### src/hdl/mem_bus_pkg.sv
package mem_bus_pkg;

    // ==================================================
    // Bus widths
    // ==================================================

    // Word address, byte address bits 19 down to 1
    localparam int addr_width = 19;

    // One 16-bit word per access
    localparam int data_width = 16;

    // ==================================================
    // Request and response
    // ==================================================

    // Request side of every bus, 38 bits
    // Held stable by the master while access is high
    typedef struct packed {
        logic [addr_width:1]   addr;
        logic [data_width-1:0] wr_data;
        logic                  wr_en;
        // Bit 0 low byte, bit 1 high byte
        logic [1:0]            bytesel;
    } mem_req_t;

    // Response side of every bus, 17 bits
    // Ack is a one-cycle pulse, read data valid in that cycle only
    typedef struct packed {
        logic                  ack;
        logic [data_width-1:0] rd_data;
    } mem_rsp_t;

endpackage

### src/hdl/arb_policy_pkg.sv
package arb_policy_pkg;

    // ==================================================
    // Enums
    // ==================================================

    // Winner tag carried down the arbiter pipeline
    typedef enum logic {
        src_a,
        src_vga
    } bus_src_e;

    // Current owner of the A-bus in the CPU/DMA merge
    typedef enum logic [1:0] {
        own_none,
        own_dma,
        own_cpu
    } ab_owner_e;

    // Wait-state memory FSM
    typedef enum logic [1:0] {
        ms_idle,
        ms_wait,
        ms_done
    } mem_state_e;

    // ==================================================
    // Default policy
    // ==================================================

    // Age at which a bus is forced through regardless of display
    localparam int default_age_limit = 12;
    localparam int default_age_width = 4;

endpackage

### src/hdl/pipelined_mem_arbiter.sv
module pipelined_mem_arbiter
    import mem_bus_pkg::*, arb_policy_pkg::*;
#(
    parameter int age_width = default_age_width,
    parameter int age_limit = default_age_limit
) (
    input  logic     clk,
    input  logic     reset,
    // A-bus from the CPU/DMA merge
    input  mem_req_t a_req,
    input  logic     a_access,
    output mem_rsp_t a_rsp,
    // VGA bus, real-time side
    input  mem_req_t vga_req,
    input  logic     vga_access,
    output mem_rsp_t vga_rsp,
    // High during the visible part of a scanline
    input  logic     vga_active_display,
    // Single memory port
    output mem_req_t mem_req,
    output logic     mem_access,
    input  mem_rsp_t mem_rsp,
    // Source of the access now at the memory
    output logic     q_vga
);

    // Pipeline control
    logic advance;
    logic mem_done;

    // Stage 1
    logic     s1_a_valid;
    logic     s1_vga_valid;
    mem_req_t s1_a_req;
    mem_req_t s1_vga_req;

    // Stage 2
    logic     s2_a_valid;
    logic     s2_vga_valid;
    logic     s2_valid;
    bus_src_e s2_src;

    // Stage 3
    logic     s3_valid;
    bus_src_e s3_src;
    mem_req_t s3_req;

    // Stage 4
    logic     s4_valid;
    bus_src_e s4_src;
    mem_req_t s4_req;

    // One request per bus in the pipe
    logic a_inflight;
    logic vga_inflight;

    // Fairness state
    bus_src_e             last_served;
    logic [age_width-1:0] a_age;
    logic [age_width-1:0] vga_age;

    // Upstream responses
    logic                  a_ack_q;
    logic                  vga_ack_q;
    logic [data_width-1:0] a_rd_q;
    logic [data_width-1:0] vga_rd_q;

    // Stage 4 empty or finishing, everything moves one step
    assign advance  = !s4_valid || mem_rsp.ack;
    assign mem_done = s4_valid && mem_rsp.ack;

    // ==================================================
    // Stage 1, request capture
    // ==================================================

    always_ff @(posedge clk or posedge reset) begin
        if (reset) begin
            s1_a_valid   <= 1'b0;
            s1_vga_valid <= 1'b0;
        end else if (advance) begin
            // A held access already in the pipe is not sampled again
            s1_a_valid   <= a_access && !a_inflight;
            s1_vga_valid <= vga_access && !vga_inflight;
        end
    end

    always_ff @(posedge clk) begin
        if (advance) begin
            s1_a_req   <= a_req;
            s1_vga_req <= vga_req;
        end
    end

    // ==================================================
    // Stage 2, decision
    // ==================================================

    // Sample taken on the edge a flag was set is stale, mask it here too
    assign s2_a_valid   = s1_a_valid && !a_inflight;
    assign s2_vga_valid = s1_vga_valid && !vga_inflight;
    assign s2_valid     = s2_a_valid || s2_vga_valid;

    always_comb begin
        s2_src = src_a;
        if (s2_a_valid && s2_vga_valid) begin
            // Starvation guard first, A-bus before VGA
            if (a_age >= age_limit) begin
                s2_src = src_a;
            end else if (vga_age >= age_limit) begin
                s2_src = src_vga;
            end else if (vga_active_display) begin
                // Scan-out cannot wait
                s2_src = src_vga;
            end else begin
                // Blanking, round-robin
                s2_src = (last_served == src_vga) ? src_a : src_vga;
            end
        end else if (s2_vga_valid) begin
            s2_src = src_vga;
        end
    end

    // ==================================================
    // Stages 3 and 4, winner and memory access
    // ==================================================

    always_ff @(posedge clk or posedge reset) begin
        if (reset) begin
            s3_valid <= 1'b0;
            s3_src   <= src_a;
            s4_valid <= 1'b0;
            s4_src   <= src_a;
        end else if (advance) begin
            s3_valid <= s2_valid;
            s3_src   <= s2_src;
            s4_valid <= s3_valid;
            s4_src   <= s3_src;
        end
    end

    always_ff @(posedge clk) begin
        if (advance) begin
            s3_req <= (s2_src == src_vga) ? s1_vga_req : s1_a_req;
            s4_req <= s3_req;
        end
    end

    // Memory sees access drop in its ack cycle
    assign mem_req    = s4_req;
    assign mem_access = s4_valid && !mem_rsp.ack;
    assign q_vga      = s4_valid && (s4_src == src_vga);

    // ==================================================
    // In-flight flags and fairness
    // ==================================================

    always_ff @(posedge clk or posedge reset) begin
        if (reset) begin
            a_inflight   <= 1'b0;
            vga_inflight <= 1'b0;
        end else begin
            // Set on entry to stage 3, cleared at the end of the upstream ack
            if (advance && s2_valid && s2_src == src_a) begin
                a_inflight <= 1'b1;
            end else if (a_ack_q) begin
                a_inflight <= 1'b0;
            end
            if (advance && s2_valid && s2_src == src_vga) begin
                vga_inflight <= 1'b1;
            end else if (vga_ack_q) begin
                vga_inflight <= 1'b0;
            end
        end
    end

    always_ff @(posedge clk or posedge reset) begin
        if (reset) begin
            last_served <= src_a;
            a_age       <= '0;
            vga_age     <= '0;
        end else if (mem_done) begin
            last_served <= s4_src;
            // Served bus starts over, the other one ages and saturates
            if (s4_src == src_vga) begin
                vga_age <= '0;
                if (a_age != {age_width{1'b1}}) begin
                    a_age <= a_age + 1'b1;
                end
            end else begin
                a_age <= '0;
                if (vga_age != {age_width{1'b1}}) begin
                    vga_age <= vga_age + 1'b1;
                end
            end
        end
    end

    // ==================================================
    // Upstream ack and read data
    // ==================================================

    always_ff @(posedge clk or posedge reset) begin
        if (reset) begin
            a_ack_q   <= 1'b0;
            vga_ack_q <= 1'b0;
        end else begin
            a_ack_q   <= mem_done && (s4_src == src_a);
            vga_ack_q <= mem_done && (s4_src == src_vga);
        end
    end

    always_ff @(posedge clk) begin
        if (mem_done && s4_src == src_a) begin
            a_rd_q <= mem_rsp.rd_data;
        end
        if (mem_done && s4_src == src_vga) begin
            vga_rd_q <= mem_rsp.rd_data;
        end
    end

    assign a_rsp.ack       = a_ack_q;
    assign a_rsp.rd_data   = a_rd_q;
    assign vga_rsp.ack     = vga_ack_q;
    assign vga_rsp.rd_data = vga_rd_q;

endmodule

### config.mk
export PLATFORM = sky130hd
export DESIGN_NAME = pipelined_mem_arbiter
export DESIGN_NICKNAME = d
export VERILOG_FILES = /design/src/hdl/mem_bus_pkg.sv /design/src/hdl/arb_policy_pkg.sv /design/src/hdl/pipelined_mem_arbiter.sv
export SDC_FILE = /design/constraint.sdc
export NUM_CORES = 1
export LEC_CHECK = 0
export BUFFER_PORTS_ARGS = -buffer_cell sky130_fd_sc_hd__clkbuf_2
export CAP_MARGIN = 20
export CORE_UTILIZATION = 57
export CTS_CLUSTER_DIAMETER = 80
export CTS_CLUSTER_SIZE = 12
export DETAILED_ROUTE_END_ITERATION = 8
export GPL_TIMING_DRIVEN = 0
export PLACE_DENSITY_LB_ADDON = 0.2
export SLEW_MARGIN = 30
export SYNTH_ARGS = -nofsm -noshare
export SYNTH_HDL_FRONTEND = slang
export SYNTH_SLANG_ARGS = --single-unit
### constraint.sdc
create_clock -name clk -period 9.81 [get_ports clk]
set_input_delay 0.4905 -clock clk [delete_from_list [all_inputs] [get_ports clk]]
set_output_delay 0.4905 -clock clk [all_outputs]
set_load 0.02 [all_outputs]
==> qor.txt <==
Period utilization -> 26.37%
Worst Skew -> 0.007680 ns
Critical Path AT -> 2.10 ns
Final Hold Fails -> 0
Share of layout cells above drive strength 1 -> 47.13%
Ant. Diodes -> 0
Via count of the routed design -> 3458
HPWL Detailed -> 7450 µm
GRT overflow -> 0
Worst slew pin tran -> 0.8576 ns
Clock insertion delay at the later pin of the skew report -> 0.47 ns
H-tree Lvls -> 1
GR Util All Layers -> 16.50%
Drt first pass iters -> 4
RSZ-0062 raised after global routing -> no
Most common cell in the synthesized netlist -> edfxtp_1
Number of synthesized register bits -> 203
Clk pwr share -> 28.8%
Slew headroom -> 42.77%
Max Slew Vio Count -> 0
Min setup slack post-route -> 7.223 ns
Die W -> 113.8 µm
Leakage power -> 3.718 nW
CP Max Fanout -> 75
Synth top cells by count -> 184 x edfxtp_1, 38 x mux2_4, 19 x dfrtp_1, 15 x nand2_1
Root Driver -> clkbuf_16
Setup TNS Final -> 0 ns
Clock Path Buffers -> 3
Startpoint types -> flip-flop
Vias in the first global route -> 3357
Synth Instances -> 322
Clock buffer count from CTS -> 20
Cell Int Power -> 1.713 mW
Row cnt -> 40
Die H -> 113.8 µm
Yosys warning count -> 0
Psw -> 0.5744 mW
Initial drt markers -> 232
Worst Hold Class -> input port to async pin
Syn avg cell area -> 22.12 µm²
Status -> complete, no violations
Post-Synthesis Cell Area -> 0.007122 mm²
Crit-path slowest cell -> dfrtp_1
FMAX -> 0.3866 GHz
Largest area contributor in the netlist -> edfxtp_1
Clock Sink Count -> 203
Critical path required time -> 9.32 ns
Power per Cell Area -> 260.6 mW/mm²
Routability congestion estimate -> 0.7086
Largest net degree at the start of global routing -> 86
Share of the synthesized area in the top cell type -> 77.58%
Register share of total power -> 55.3%
Predominant post-synthesis flop cell -> edfxtp_1
Antenna viol nets, final -> 0
Post-Route WL -> 11050 µm
Peak per-stage delay on the critical path -> 0.45 ns
Setup Crit Path Kind -> flip-flop to primary output
Place WS -> 7.440 ns
PostCTS Resize Cnt -> 0
Largest delay share family, worst path -> buffers and inverters
CTS Hold Bufs -> 0
Residual DRC -> 0
CP Cell Sequence -> nand2b_1 -> buf_8 -> clkinv_1 -> clkbuf_2
Setup repair bufs after CTS -> 0
CTS tree -> yes
CP Buf/Inv Count -> 3
Initial cell density of the core -> 58.80%
Non-Filler Instances -> 690
Synth unique cells -> 38
Crit path capture type -> primary output
PortBufs -> 171
Synth area leaders -> edfxtp_1 78%, mux2_4 8.0%, dfrtp_1 6.7%
Switching Fraction -> 25.11%
Asr flop ratio synth -> 9.360%
Worst VDD drop -> 0.0001730 V
Combinational Power Share -> 15.8%
Initial antenna violation count -> 0
Io pins -> 172
Core area -> 0.01211 mm²
Max cap viols -> 0
Inst Count DP -> 662
Wire per inst -> 16.01 µm
Final setup viols -> 0
Post-synth EDFFs -> 184
Vias/cell -> 5.012
Crit path time final -> 2.587 ns
Clock Pin Slew Worst Setup and Hold Paths -> 0.06 ns
Die area -> 0.01295 mm²
Area grow syn2layout -> 23.28%
Final #Nets -> 616
Net Count, Synth -> 422
First-pass GRT wire length -> 16330 µm
Sequential area share after synthesis -> 84.26%
==> worst register-to-register path, stage by stage (launching register included) <==
cell	delay, ns
dfrtp_1	0.44
and2_4	0.20
o311ai_4	0.53
buf_8	0.25
mux2_4	0.32
==> cells by family (layout without fill, tap and decap cells) <==
kind of cell | Yosys count | in the layout | share of synthesized area, %
AOI/OAI and AO/OA | 23 | 23 | 2.425
adders and majority gates | 2 | 2 | 0.3513
buffers and inverters | 13 | 213 | 1.441
DFF | 203 | 203 | 84.26
muxes | 41 | 41 | 8.468
and+or+nand+nor | 40 | 40 | 3.057
==> metal layers <==
layer	vias to the layer above	global-route usage (%)	share of wire, %
met2	143	28.05	49
met4	0	4.935	1.7
met5	-	0	0
met3	18	5.579	9.3
met1	1658	20.19	40
li1	1639	-	-
==> sequential cells by signal (all words and copies together), names as in the netlist <==
register      count
s1_vga_valid      1
a_inflight        1
vga_rd_q         16
s4_valid          1
s3_valid          1
s1_a_valid        1
last_served       1
s4_src            1
s1_a_req         38
a_rd_q           16
mem_req          38
s1_vga_req       38
s3_src            1
a_age             4
vga_inflight      1
s3_req           38
vga_ack_q         1
vga_age           4
a_ack_q           1
==> area by class of cell <==
type / count / area, µm²
inverter: 4 / 15.01
tap: 168 / 210.2
timing repair buffer: 172 / 883.3
buffer: 9 / 97.59
sequential: 203 / 6001
fill: 770 / 3332
multi-input combinational: 106 / 1021
clock buffer: 28 / 551.8
==> stage by stage <==
stage	util, %	area [µm²]	hold slack [ns]	power (mW)
finish	72.49	8780	0.1258	2.288
CTS	72.49	8780	0.1387	2.313
detailed placement	67.93	8228	0.4045	1.653
global placement	67.60	8188	0.4007	1.632
global route	72.49	8780	0.1707	2.386
floorplan	-	7122	0.4003	1.510
==> path summary, 6_finish.rpt <==
| path | start | to | slack (ns) | cells past startpoint |
|---|---|---|---|---|
| setup / recovery | s4_valid | mem_access | 7.22 | 4 |
| min in group clk | a_req[23] | s1_a_req[23] | 0.19 | 1 |
| hold reg to reg | s3_req[36] | mem_req[36] | 0.42 | 0 |
| setup reg to reg | vga_age[2] | s3_req[3] | 7.81 | 4 |
| hold / removal | reset | s3_valid | 0.13 | 2 |
| max in group asynchronous | reset | last_served | 9.21 | 2 |
==> power groups by stage <==
| stage | Clock (mW) | Combinational, mW | Sequential, mW |
|---|---|---|---|
| final | 0.660 | 0.362 | 1.27 |
| after global routing | 0.712 | 0.390 | 1.28 |
| after CTS | 0.676 | 0.368 | 1.27 |
| after detailed placement | 0 | 0.367 | 1.29 |
| after global placement | 0 | 0.347 | 1.29 |
| after floorplan | 0 | 0.144 | 1.37 |
==> layout by cell type, fill, tap and decap left out, types with 3 or more instances in the layout <==
cell type / count
inv_1: 3
mux2_4: 38
o21ai_0: 4
dfrtp_1: 19
edfxtp_1: 184
nand2_1: 15
nand2b_1: 4
a21oi_1: 5
clkbuf_2: 171
buf_8: 5
nand3_1: 5
clkbuf_1: 9
clkbuf_16: 21
nor2_1: 3
(Power assumes the default switching activity.)
