File: src/hdl/mem_bus_pkg.sv
package mem_bus_pkg;

    // ==================================================
    // Bus widths
    // ==================================================

    // Word address, byte address bits 19 down to 1
    localparam int addr_width = 19;

    // One 16-bit word per access
    localparam int data_width = 16;

    // ==================================================
    // Request and response
    // ==================================================

    // Request side of every bus, 38 bits
    // Held stable by the master while access is high
    typedef struct packed {
        logic [addr_width:1]   addr;
        logic [data_width-1:0] wr_data;
        logic                  wr_en;
        // Bit 0 low byte, bit 1 high byte
        logic [1:0]            bytesel;
    } mem_req_t;

    // Response side of every bus, 17 bits
    // Ack is a one-cycle pulse, read data valid in that cycle only
    typedef struct packed {
        logic                  ack;
        logic [data_width-1:0] rd_data;
    } mem_rsp_t;

endpackage

File: src/hdl/arb_policy_pkg.sv
package arb_policy_pkg;

    // ==================================================
    // Enums
    // ==================================================

    // Winner tag carried down the arbiter pipeline
    typedef enum logic {
        src_a,
        src_vga
    } bus_src_e;

    // Current owner of the A-bus in the CPU/DMA merge
    typedef enum logic [1:0] {
        own_none,
        own_dma,
        own_cpu
    } ab_owner_e;

    // Wait-state memory FSM
    typedef enum logic [1:0] {
        ms_idle,
        ms_wait,
        ms_done
    } mem_state_e;

    // ==================================================
    // Default policy
    // ==================================================

    // Age at which a bus is forced through regardless of display
    localparam int default_age_limit = 12;
    localparam int default_age_width = 4;

endpackage

File: src/hdl/cpu_dma_arbiter.sv
module cpu_dma_arbiter
    import mem_bus_pkg::*, arb_policy_pkg::*;
(
    input  logic     clk,
    input  logic     reset,
    // CPU bus
    input  mem_req_t cpu_req,
    input  logic     cpu_access,
    output mem_rsp_t cpu_rsp,
    // DMA bus
    input  mem_req_t dma_req,
    input  logic     dma_access,
    output mem_rsp_t dma_rsp,
    // Merged A-bus
    output mem_req_t a_req,
    output logic     a_access,
    input  mem_rsp_t a_rsp
);

    ab_owner_e             owner;
    logic                  cpu_ack_q;
    logic                  dma_ack_q;
    logic [data_width-1:0] cpu_rd_q;
    logic [data_width-1:0] dma_rd_q;
    logic                  cpu_ready;
    logic                  dma_ready;

    // A master whose ack is out this cycle still shows its old access
    assign dma_ready = dma_access && !dma_ack_q;
    assign cpu_ready = cpu_access && !cpu_ack_q;

    // ==================================================
    // Owner FSM
    // ==================================================

    always_ff @(posedge clk or posedge reset) begin
        if (reset) begin
            owner     <= own_none;
            a_access  <= 1'b0;
            cpu_ack_q <= 1'b0;
            dma_ack_q <= 1'b0;
        end else begin
            // Acks are single pulses
            cpu_ack_q <= 1'b0;
            dma_ack_q <= 1'b0;
            case (owner)
                own_none: begin
                    // DMA wins over CPU
                    if (dma_ready) begin
                        owner    <= own_dma;
                        a_access <= 1'b1;
                    end else if (cpu_ready) begin
                        owner    <= own_cpu;
                        a_access <= 1'b1;
                    end
                end
                own_dma, own_cpu: begin
                    // Hold the owner until the A-bus ack, then one idle cycle
                    if (a_rsp.ack) begin
                        owner     <= own_none;
                        a_access  <= 1'b0;
                        dma_ack_q <= (owner == own_dma);
                        cpu_ack_q <= (owner == own_cpu);
                    end
                end
                default: owner <= own_none;
            endcase
        end
    end

    // Request payload, loaded only while no access is out
    always_ff @(posedge clk) begin
        if (owner == own_none) begin
            a_req <= dma_ready ? dma_req : cpu_req;
        end
        // Read data goes to the owner only
        if (a_rsp.ack && owner == own_dma) begin
            dma_rd_q <= a_rsp.rd_data;
        end
        if (a_rsp.ack && owner == own_cpu) begin
            cpu_rd_q <= a_rsp.rd_data;
        end
    end

    assign cpu_rsp.ack     = cpu_ack_q;
    assign cpu_rsp.rd_data = cpu_rd_q;
    assign dma_rsp.ack     = dma_ack_q;
    assign dma_rsp.rd_data = dma_rd_q;

endmodule

File: config.mk
export PLATFORM = sky130hd
export DESIGN_NAME = cpu_dma_arbiter
export DESIGN_NICKNAME = d
export VERILOG_FILES = /design/src/hdl/mem_bus_pkg.sv /design/src/hdl/arb_policy_pkg.sv /design/src/hdl/cpu_dma_arbiter.sv
export SDC_FILE = /design/constraint.sdc
export NUM_CORES = 1
export LEC_CHECK = 0
export ABC_AREA = 1
export BUFFER_PORTS_ARGS = -buffer_cell sky130_fd_sc_hd__buf_2
export CORE_MARGIN = 8
export CORE_UTILIZATION = 39
export CTS_CLUSTER_SIZE = 40
export DETAILED_ROUTE_END_ITERATION = 12
export PLACE_DENSITY = 0.75
export SETUP_SLACK_MARGIN = 0.2
export SLEW_MARGIN = 20
export SYNTH_ARGS = -nofsm -noshare
export SYNTH_HDL_FRONTEND = slang
export SYNTH_SLANG_ARGS = --single-unit
File: constraint.sdc
create_clock -name clk -period 2.02 [get_ports clk]
set_input_delay 0.101 -clock clk [delete_from_list [all_inputs] [get_ports clk]]
set_output_delay 0.101 -clock clk [all_outputs]
set_load 0.02 [all_outputs]
==> flow_summary.toml, run 1 <==
[outcome]
run_status = "finished clean"

[synthesis]
synth-main-ff-cell = "edfxtp_1"
post_synth_main_area_contributors = "edfxtp_1 (71%), nand2_1 (11%), nand3_1 (7.1%)"
synth.cell_area_um2 = 2960
post_synth_edffs = 70
netlist_top_cells_count = "nand2_1 (86), edfxtp_1 (70), nand3_1 (42)"
synth_area_per_cell_um2 = 12.4
yosysWarningCount = 0
synthArstFlopShare_pct = 6.67
ys_types = 12
cell_taking_the_most_area_after_synthesis = "edfxtp_1"
netlist_instances = 238
synth_most_common_cell = "nand2_1"
synth_top_area_share_pct = 70.9
syn-num-nets = 338
synth_seq_cells = 75
synth.yosys.seq_area_share_pct = 75.2

[die]
initial_core_util_pct = 40.6
floorplan.die.width_um = 103
io-pin-count = 170
total_die_area_um2 = 10600
die_h_um = 103
floorplan.core_area_um2 = 7290
fp-row-count = 31

[route]
detail_route.drc_violations = 0
detailed_routing_iterations_pass_1 = 5
routed_wl_um = 8350
drtAntennaViolNets = 0
via_count = 2420
detail_route.vias_per_cell = 4.57
drt-initial-drc-count = 68
routed_wire_length_per_instance_um = 15.8

[hold_path]
min-delay-path-class = "in -> reg"

[layout]
fraction_of_layout_cells_with_a_size_suffix_above_1_pct = 44.2
antennaDiodeCount = 0
fin_nets = 525
utilization_after_layout_pct = 57.9
layout.filler_cells = 649
area_growth_syn_to_layout_pct = 42.5

[grt]
gr-usage-all-layers_pct = 15.2
grt_first_pass_wirelength_um = 12100
grt.overflow.total = 0
vias_in_the_first_global_route = 2518
grt_antenna_before_repair = 0
grt_start_max_net_pins = 40

[clocking]
clk_path_buf_depth = 2
clock_tree_from_tritoncts = "yes"
htree_num_levels = 3
tritoncts.num_buffers = 9
cts_repair_resize_count = 0
cts.clk_slew.worst_paths_ns = 0.09
clock_sink_count = 75
post-cts-setup-buffer-count = 0
clkLatencyLatePin_ns = 0.34
clk_root_buf = "clkbuf_8"

[placed_design]
number_of_i_o_port_buffers = 169
detailedPlacementHpwl_um = 6250
globalplace.congestion = 0.850

[setup_path]
worstPathRequired_ns = 1.99
end_kind = "flop"
worst-endpoint-arrival_ns = 1.55
worst_setup_path_category = "reg -> reg"
start_kind = "flop"
crit_path_max_fanout = 16

[timing]
final_report_setup_violation_count = 0
hold_viol_final = 0
grt_setup_unrepaired = "false"
fin_worst_skew_ns = 0.0118
final_max_slew_viol_count = 0
timing_worst_slew_pin_value_ns = 0.700
post_route_setup_tns_ns = 0
holdWs_ns = 0.0231
timing.final.crit_period_ns = 1.58
clock.fmax_mhz = 631
finalCritPeriodShare_pct = 78.4
worst_relative_slew_slack_pct = 53.3

[pwr]
p_leak_nw = 2.03
vdd_ir_drop_max_v = 0.000442
cellPowerDensity_nw_per_um2 = 1210

[flow_run]
cap_violations = 0
==> cells by family after synthesis <==
family / synth area share [%]
AND/OR/NAND/NOR: 18.6
AO/OA/AOI/OAI: 0.422
adder cells (fa/ha/maj): 1.27
buffers and inverters: 4.56
flip-flops: 75.2
==> repair_timing <==
action,in CTS,in global routing
endpoints found under the hold margin,37,0
setup endpoints to repair,0,0
hold buffers,17,0
==> sequential cells by signal (all words and copies together) (netlist names) <==
register	count
cpu_rd_q	16
cpu_ack_q	1
dma_rd_q	16
a_access	1
dma_ack_q	1
owner	2
a_req	38
==> layer usage <==
metal | share of wire (%) | track usage (%) | wire (µm)
met5 | 0 | 0 | 0
met1 | 37 | 15.8 | 3070
met4 | 0.43 | 4.00 | 36
met3 | 11 | 6.35 | 944
met2 | 51 | 27.4 | 4300
==> final timing paths <==
kind                                       from                     to  slack (ns)  depth (start not counted)
max                        owner[0]$_DFFE_PP0P_  cpu_rd_q[6]$_DFFE_PP_        0.44                          4
max reg2reg                owner[0]$_DFFE_PP0P_  cpu_rd_q[6]$_DFFE_PP_        0.44                          4
max in group asynchronous                 reset   owner[1]$_DFFE_PP0P_        1.63                          3
min                                 cpu_req[14]    a_req[14]$_DFFE_PN_        0.02                          3
min in group asynchronous                 reset   a_access$_DFFE_PP0P_        0.20                          3
min reg2reg                owner[0]$_DFFE_PP0P_   owner[0]$_DFFE_PP0P_        0.53                          2
==> power by group <==
part | total [W] | switching (W) | leakage, nW | internal (W)
combinational | 0.00170 | 0.00120 | 1.22 | 0.000507
sequential | 0.00239 | 0.000114 | 0.735 | 0.00227
clock | 0.00100 | 0.000555 | 0.0795 | 0.000449
==> layout by cell type, fill, tap and decap left out <==
master         instances
nand3_1               42
a21boi_1               1
nand2_1               86
buf_2                169
inv_6                  1
nor2_1                 3
dlygate4sd3_1         17
inv_1                 12
clkinv_4               2
clkinv_1               1
edfxtp_1              70
clkbuf_8               9
dfrtp_1                5
ha_1                   2
buf_4                  4
a21oi_1                1
nand2_2                1
clkinvlp_4             3
ha_2                   1
==> layout make-up <==
type                       instances  area (µm²)  area share [%]
clock inverter                     7        52.6            1.24
tap                               99         124            2.93
inverter                          12        45.0            1.07
multi-input combinational        137         603            14.3
timing repair buffer             190        1050            24.8
clock buffer                       9         124            2.93
sequential                        75        2230            52.8
==> through the flow <==
| step | instances | total power [W] | area [µm²] | setup slack, ns |
|---|---|---|---|---|
| after detailed placement | 496 | 0.00412 | 3870 | 0.280 |
| after CTS | 529 | 0.00515 | 4220 | 0.422 |
| after floorplan | 238 | 0.00345 | 2970 | 0.435 |
| after global placement | 496 | 0.00409 | 3870 | 0.345 |
| final | 529 | 0.00509 | 4220 | 0.436 |
| after global routing | 529 | 0.00537 | 4220 | 0.314 |
==> critical path: stages, from the launching register on <==
cell and delay, ns:
dfrtp_1 0.41, inv_1 0.09, ha_1 0.15, nand2_1 0.09, inv_1 0.47
Power figures use the tool's default switching activity.
==> inputs of run 2 (changes only) <==
==> constraint.sdc (replaced) <==
create_clock -name clk -period 1.4 [get_ports clk]
set_input_delay 0.07 -clock clk [delete_from_list [all_inputs] [get_ports clk]]
set_output_delay 0.07 -clock clk [all_outputs]
set_load 0.02 [all_outputs]
==> flow_summary.toml, run 2 (synthesis results as in run 1) <==
[layout]
fin_nets = 558
area_growth_syn_to_layout_pct = 57.1
largest_register_ffs = 38
largest-register = "a_req"
mostFrequentLayoutCells = "buf_2 (169), nand2_1 (83), edfxtp_1 (70)"
antennaDiodeCount = 0
final_design_instance_area_without_fill_um2 = 4660
fraction_of_layout_cells_with_a_size_suffix_above_1_pct = 44.9
layout.filler_cells = 571
layout.cells.most_common = "buf_2"
layout_top_registers = "a_req (38), cpu_rd_q (16), dma_rd_q (16)"

[timing]
final_max_slew_viol_count = 0
worst_relative_slew_slack_pct = 72.4
post_route_setup_tns_ns = 0
timing.final.crit_period_ns = 1.28
timing_worst_slew_pin_value_ns = 0.414
clock.fmax_mhz = 781
fin_worst_skew_ns = 0.0112
grt_setup_unrepaired = "true"
hold_viol_final = 0
finalCritPeriodShare_pct = 91.5
final_report_setup_violation_count = 0

[die]
io-pin-count = 170
fp-row-count = 31
total_die_area_um2 = 10600
floorplan.die.width_um = 103
floorplan.core_area_um2 = 7290
die_h_um = 103
initial_core_util_pct = 40.6

[grt]
grt_start_max_net_pins = 39
vias_in_the_first_global_route = 2673
grt.overflow.total = 0
grt_first_pass_wirelength_um = 12900
grt_antenna_before_repair = 0
gr-usage-all-layers_pct = 16.2

[placed_design]
dpl_cell_area_um2 = 3970
globalplace.congestion = 0.752
detailedPlacementHpwl_um = 6290
number_of_i_o_port_buffers = 169

[setup_path]
worst-endpoint-arrival_ns = 1.37
worst_setup_path_category = "reg -> reg"
end_kind = "flop"
worst-r2r-cell-count = 5
crit_path_max_fanout = 16
worstPathRequired_ns = 1.49
start_kind = "flop"
r2r_start = "owner[0]$_DFFE_PP0P_"
worst-r2r-setup-slack_ns = 0.12
reg2reg_to = "cpu_rd_q[13]$_DFFE_PP_"

[route]
drtAntennaViolNets = 0
met3_length_um = 970
routed_wire_length_per_instance_um = 15.7
routed_wl_um = 8830
met2_wirelength_um = 4460
detail_route.wirelength.met1_um = 3230
topRoutingLayerUsed = "met4"
via_count = 2599
detailed_routing_iterations_pass_1 = 5
drt-initial-drc-count = 92
detail_route.vias_per_cell = 4.62
detail_route.drc_violations = 0

[hold_path]
min-delay-path-class = "in -> reg"
holdCritStartpoint = "cpu_req[18]"
hold_path_cells = 3
worst_hold_path.endpoint = "a_req[18]$_DFFE_PN_"

[clocking]
clock_sink_count = 75
clk_path_buf_depth = 2
tritoncts.num_buffers = 9
htree_num_levels = 3
clk_root_buf = "clkbuf_8"
clock_tree_from_tritoncts = "yes"
clkLatencyLatePin_ns = 0.33
cts.clk_slew.worst_paths_ns = 0.08

[pwr]
cellPowerDensity_nw_per_um2 = 1730
p_leak_nw = 2.21
vdd_ir_drop_max_v = 0.000820

[outcome]
run_status = "finished clean"

[flow_run]
cap_violations = 0
-- run 2: cell types whose count changed in the layout (fill, tap and decap cells not counted), moves of 3 or more --
cell           before  now
buf_4               4    8
buf_12              0    5
inv_1              12    7
nand2_1            86   83
inv_2               0    3
dlygate4sd3_1      17   40
nand2_2             1    4
-- run 2: through the flow --
stage               instances  util, %  power, W  setup slack (ns)  hold WS, ns
floorplan                 238        -   0.00504             0.140       -0.151
CTS                       560     63.6   0.00810             0.131      0.00131
detailed placement        500     54.4   0.00617           0.00227      -0.0213
finish                    562     63.8   0.00807             0.119       0.0171
global route              562     63.8   0.00849            0.0780       0.0154
global placement          500     54.4   0.00611            0.0513      -0.0197
-- run 2: area by class of cell --
| type | count | area (µm²) | share of cell area, % |
|---|---|---|---|
| repair buffers | 223 | 1420 | 30.4 |
| inverters | 12 | 52.6 | 1.13 |
| clock inverters | 5 | 77.6 | 1.67 |
| well taps | 99 | 124 | 2.66 |
| multi-input cells | 137 | 626 | 13.4 |
| clock buffers | 11 | 131 | 2.82 |
| flip-flops and latches | 75 | 2230 | 47.8 |
-- run 2: worst max-delay path by stage --
stage / to / cells past startpoint / startpoint
floorplan: owner[1]$_DFFE_PP0P_ / 5 / owner[1]$_DFFE_PP0P_
global placement: cpu_rd_q[13]$_DFFE_PP_ / 4 / owner[0]$_DFFE_PP0P_
detailed placement: cpu_rd_q[5]$_DFFE_PP_ / 4 / owner[0]$_DFFE_PP0P_
CTS: cpu_rd_q[10]$_DFFE_PP_ / 5 / owner[0]$_DFFE_PP0P_
global route: cpu_rd_q[11]$_DFFE_PP_ / 5 / owner[0]$_DFFE_PP0P_
finish: cpu_rd_q[13]$_DFFE_PP_ / 5 / owner[0]$_DFFE_PP0P_
-- run 2: timing repair --
| item | in CTS | in global routing |
|---|---|---|
| pin swaps | 0 | 0 |
| endpoints found under the setup margin | 55 | 56 |
| hold buffers | 40 | 0 |
| hold endpoints to repair | 60 | 0 |
| gates resized for setup | 0 | 3 |
| buffers inserted | 4 | 2 |
-- run 2: critical path, stage by stage (launching register included) --
cell and delay (ns):
dfrtp_1 0.39, inv_2 0.07, ha_1 0.21, nand2_2 0.10, clkinvlp_4 0.11, buf_12 0.16
-- run 2: layer usage --
metal | vias to the layer above | GRT usage (%)
met1 | 1181 | 16.9
met4 | 0 | 6.67
met2 | 154 | 29.2
met3 | 15 | 5.40
li1 | 1249 | -
met5 | - | 0
-- run 2: where the power goes --
part	internal (W)	switching (W)
combinational	0.00106	0.00183
sequential	0.00328	0.000168
clock	0.000999	0.000736
total	0.00534	0.00273
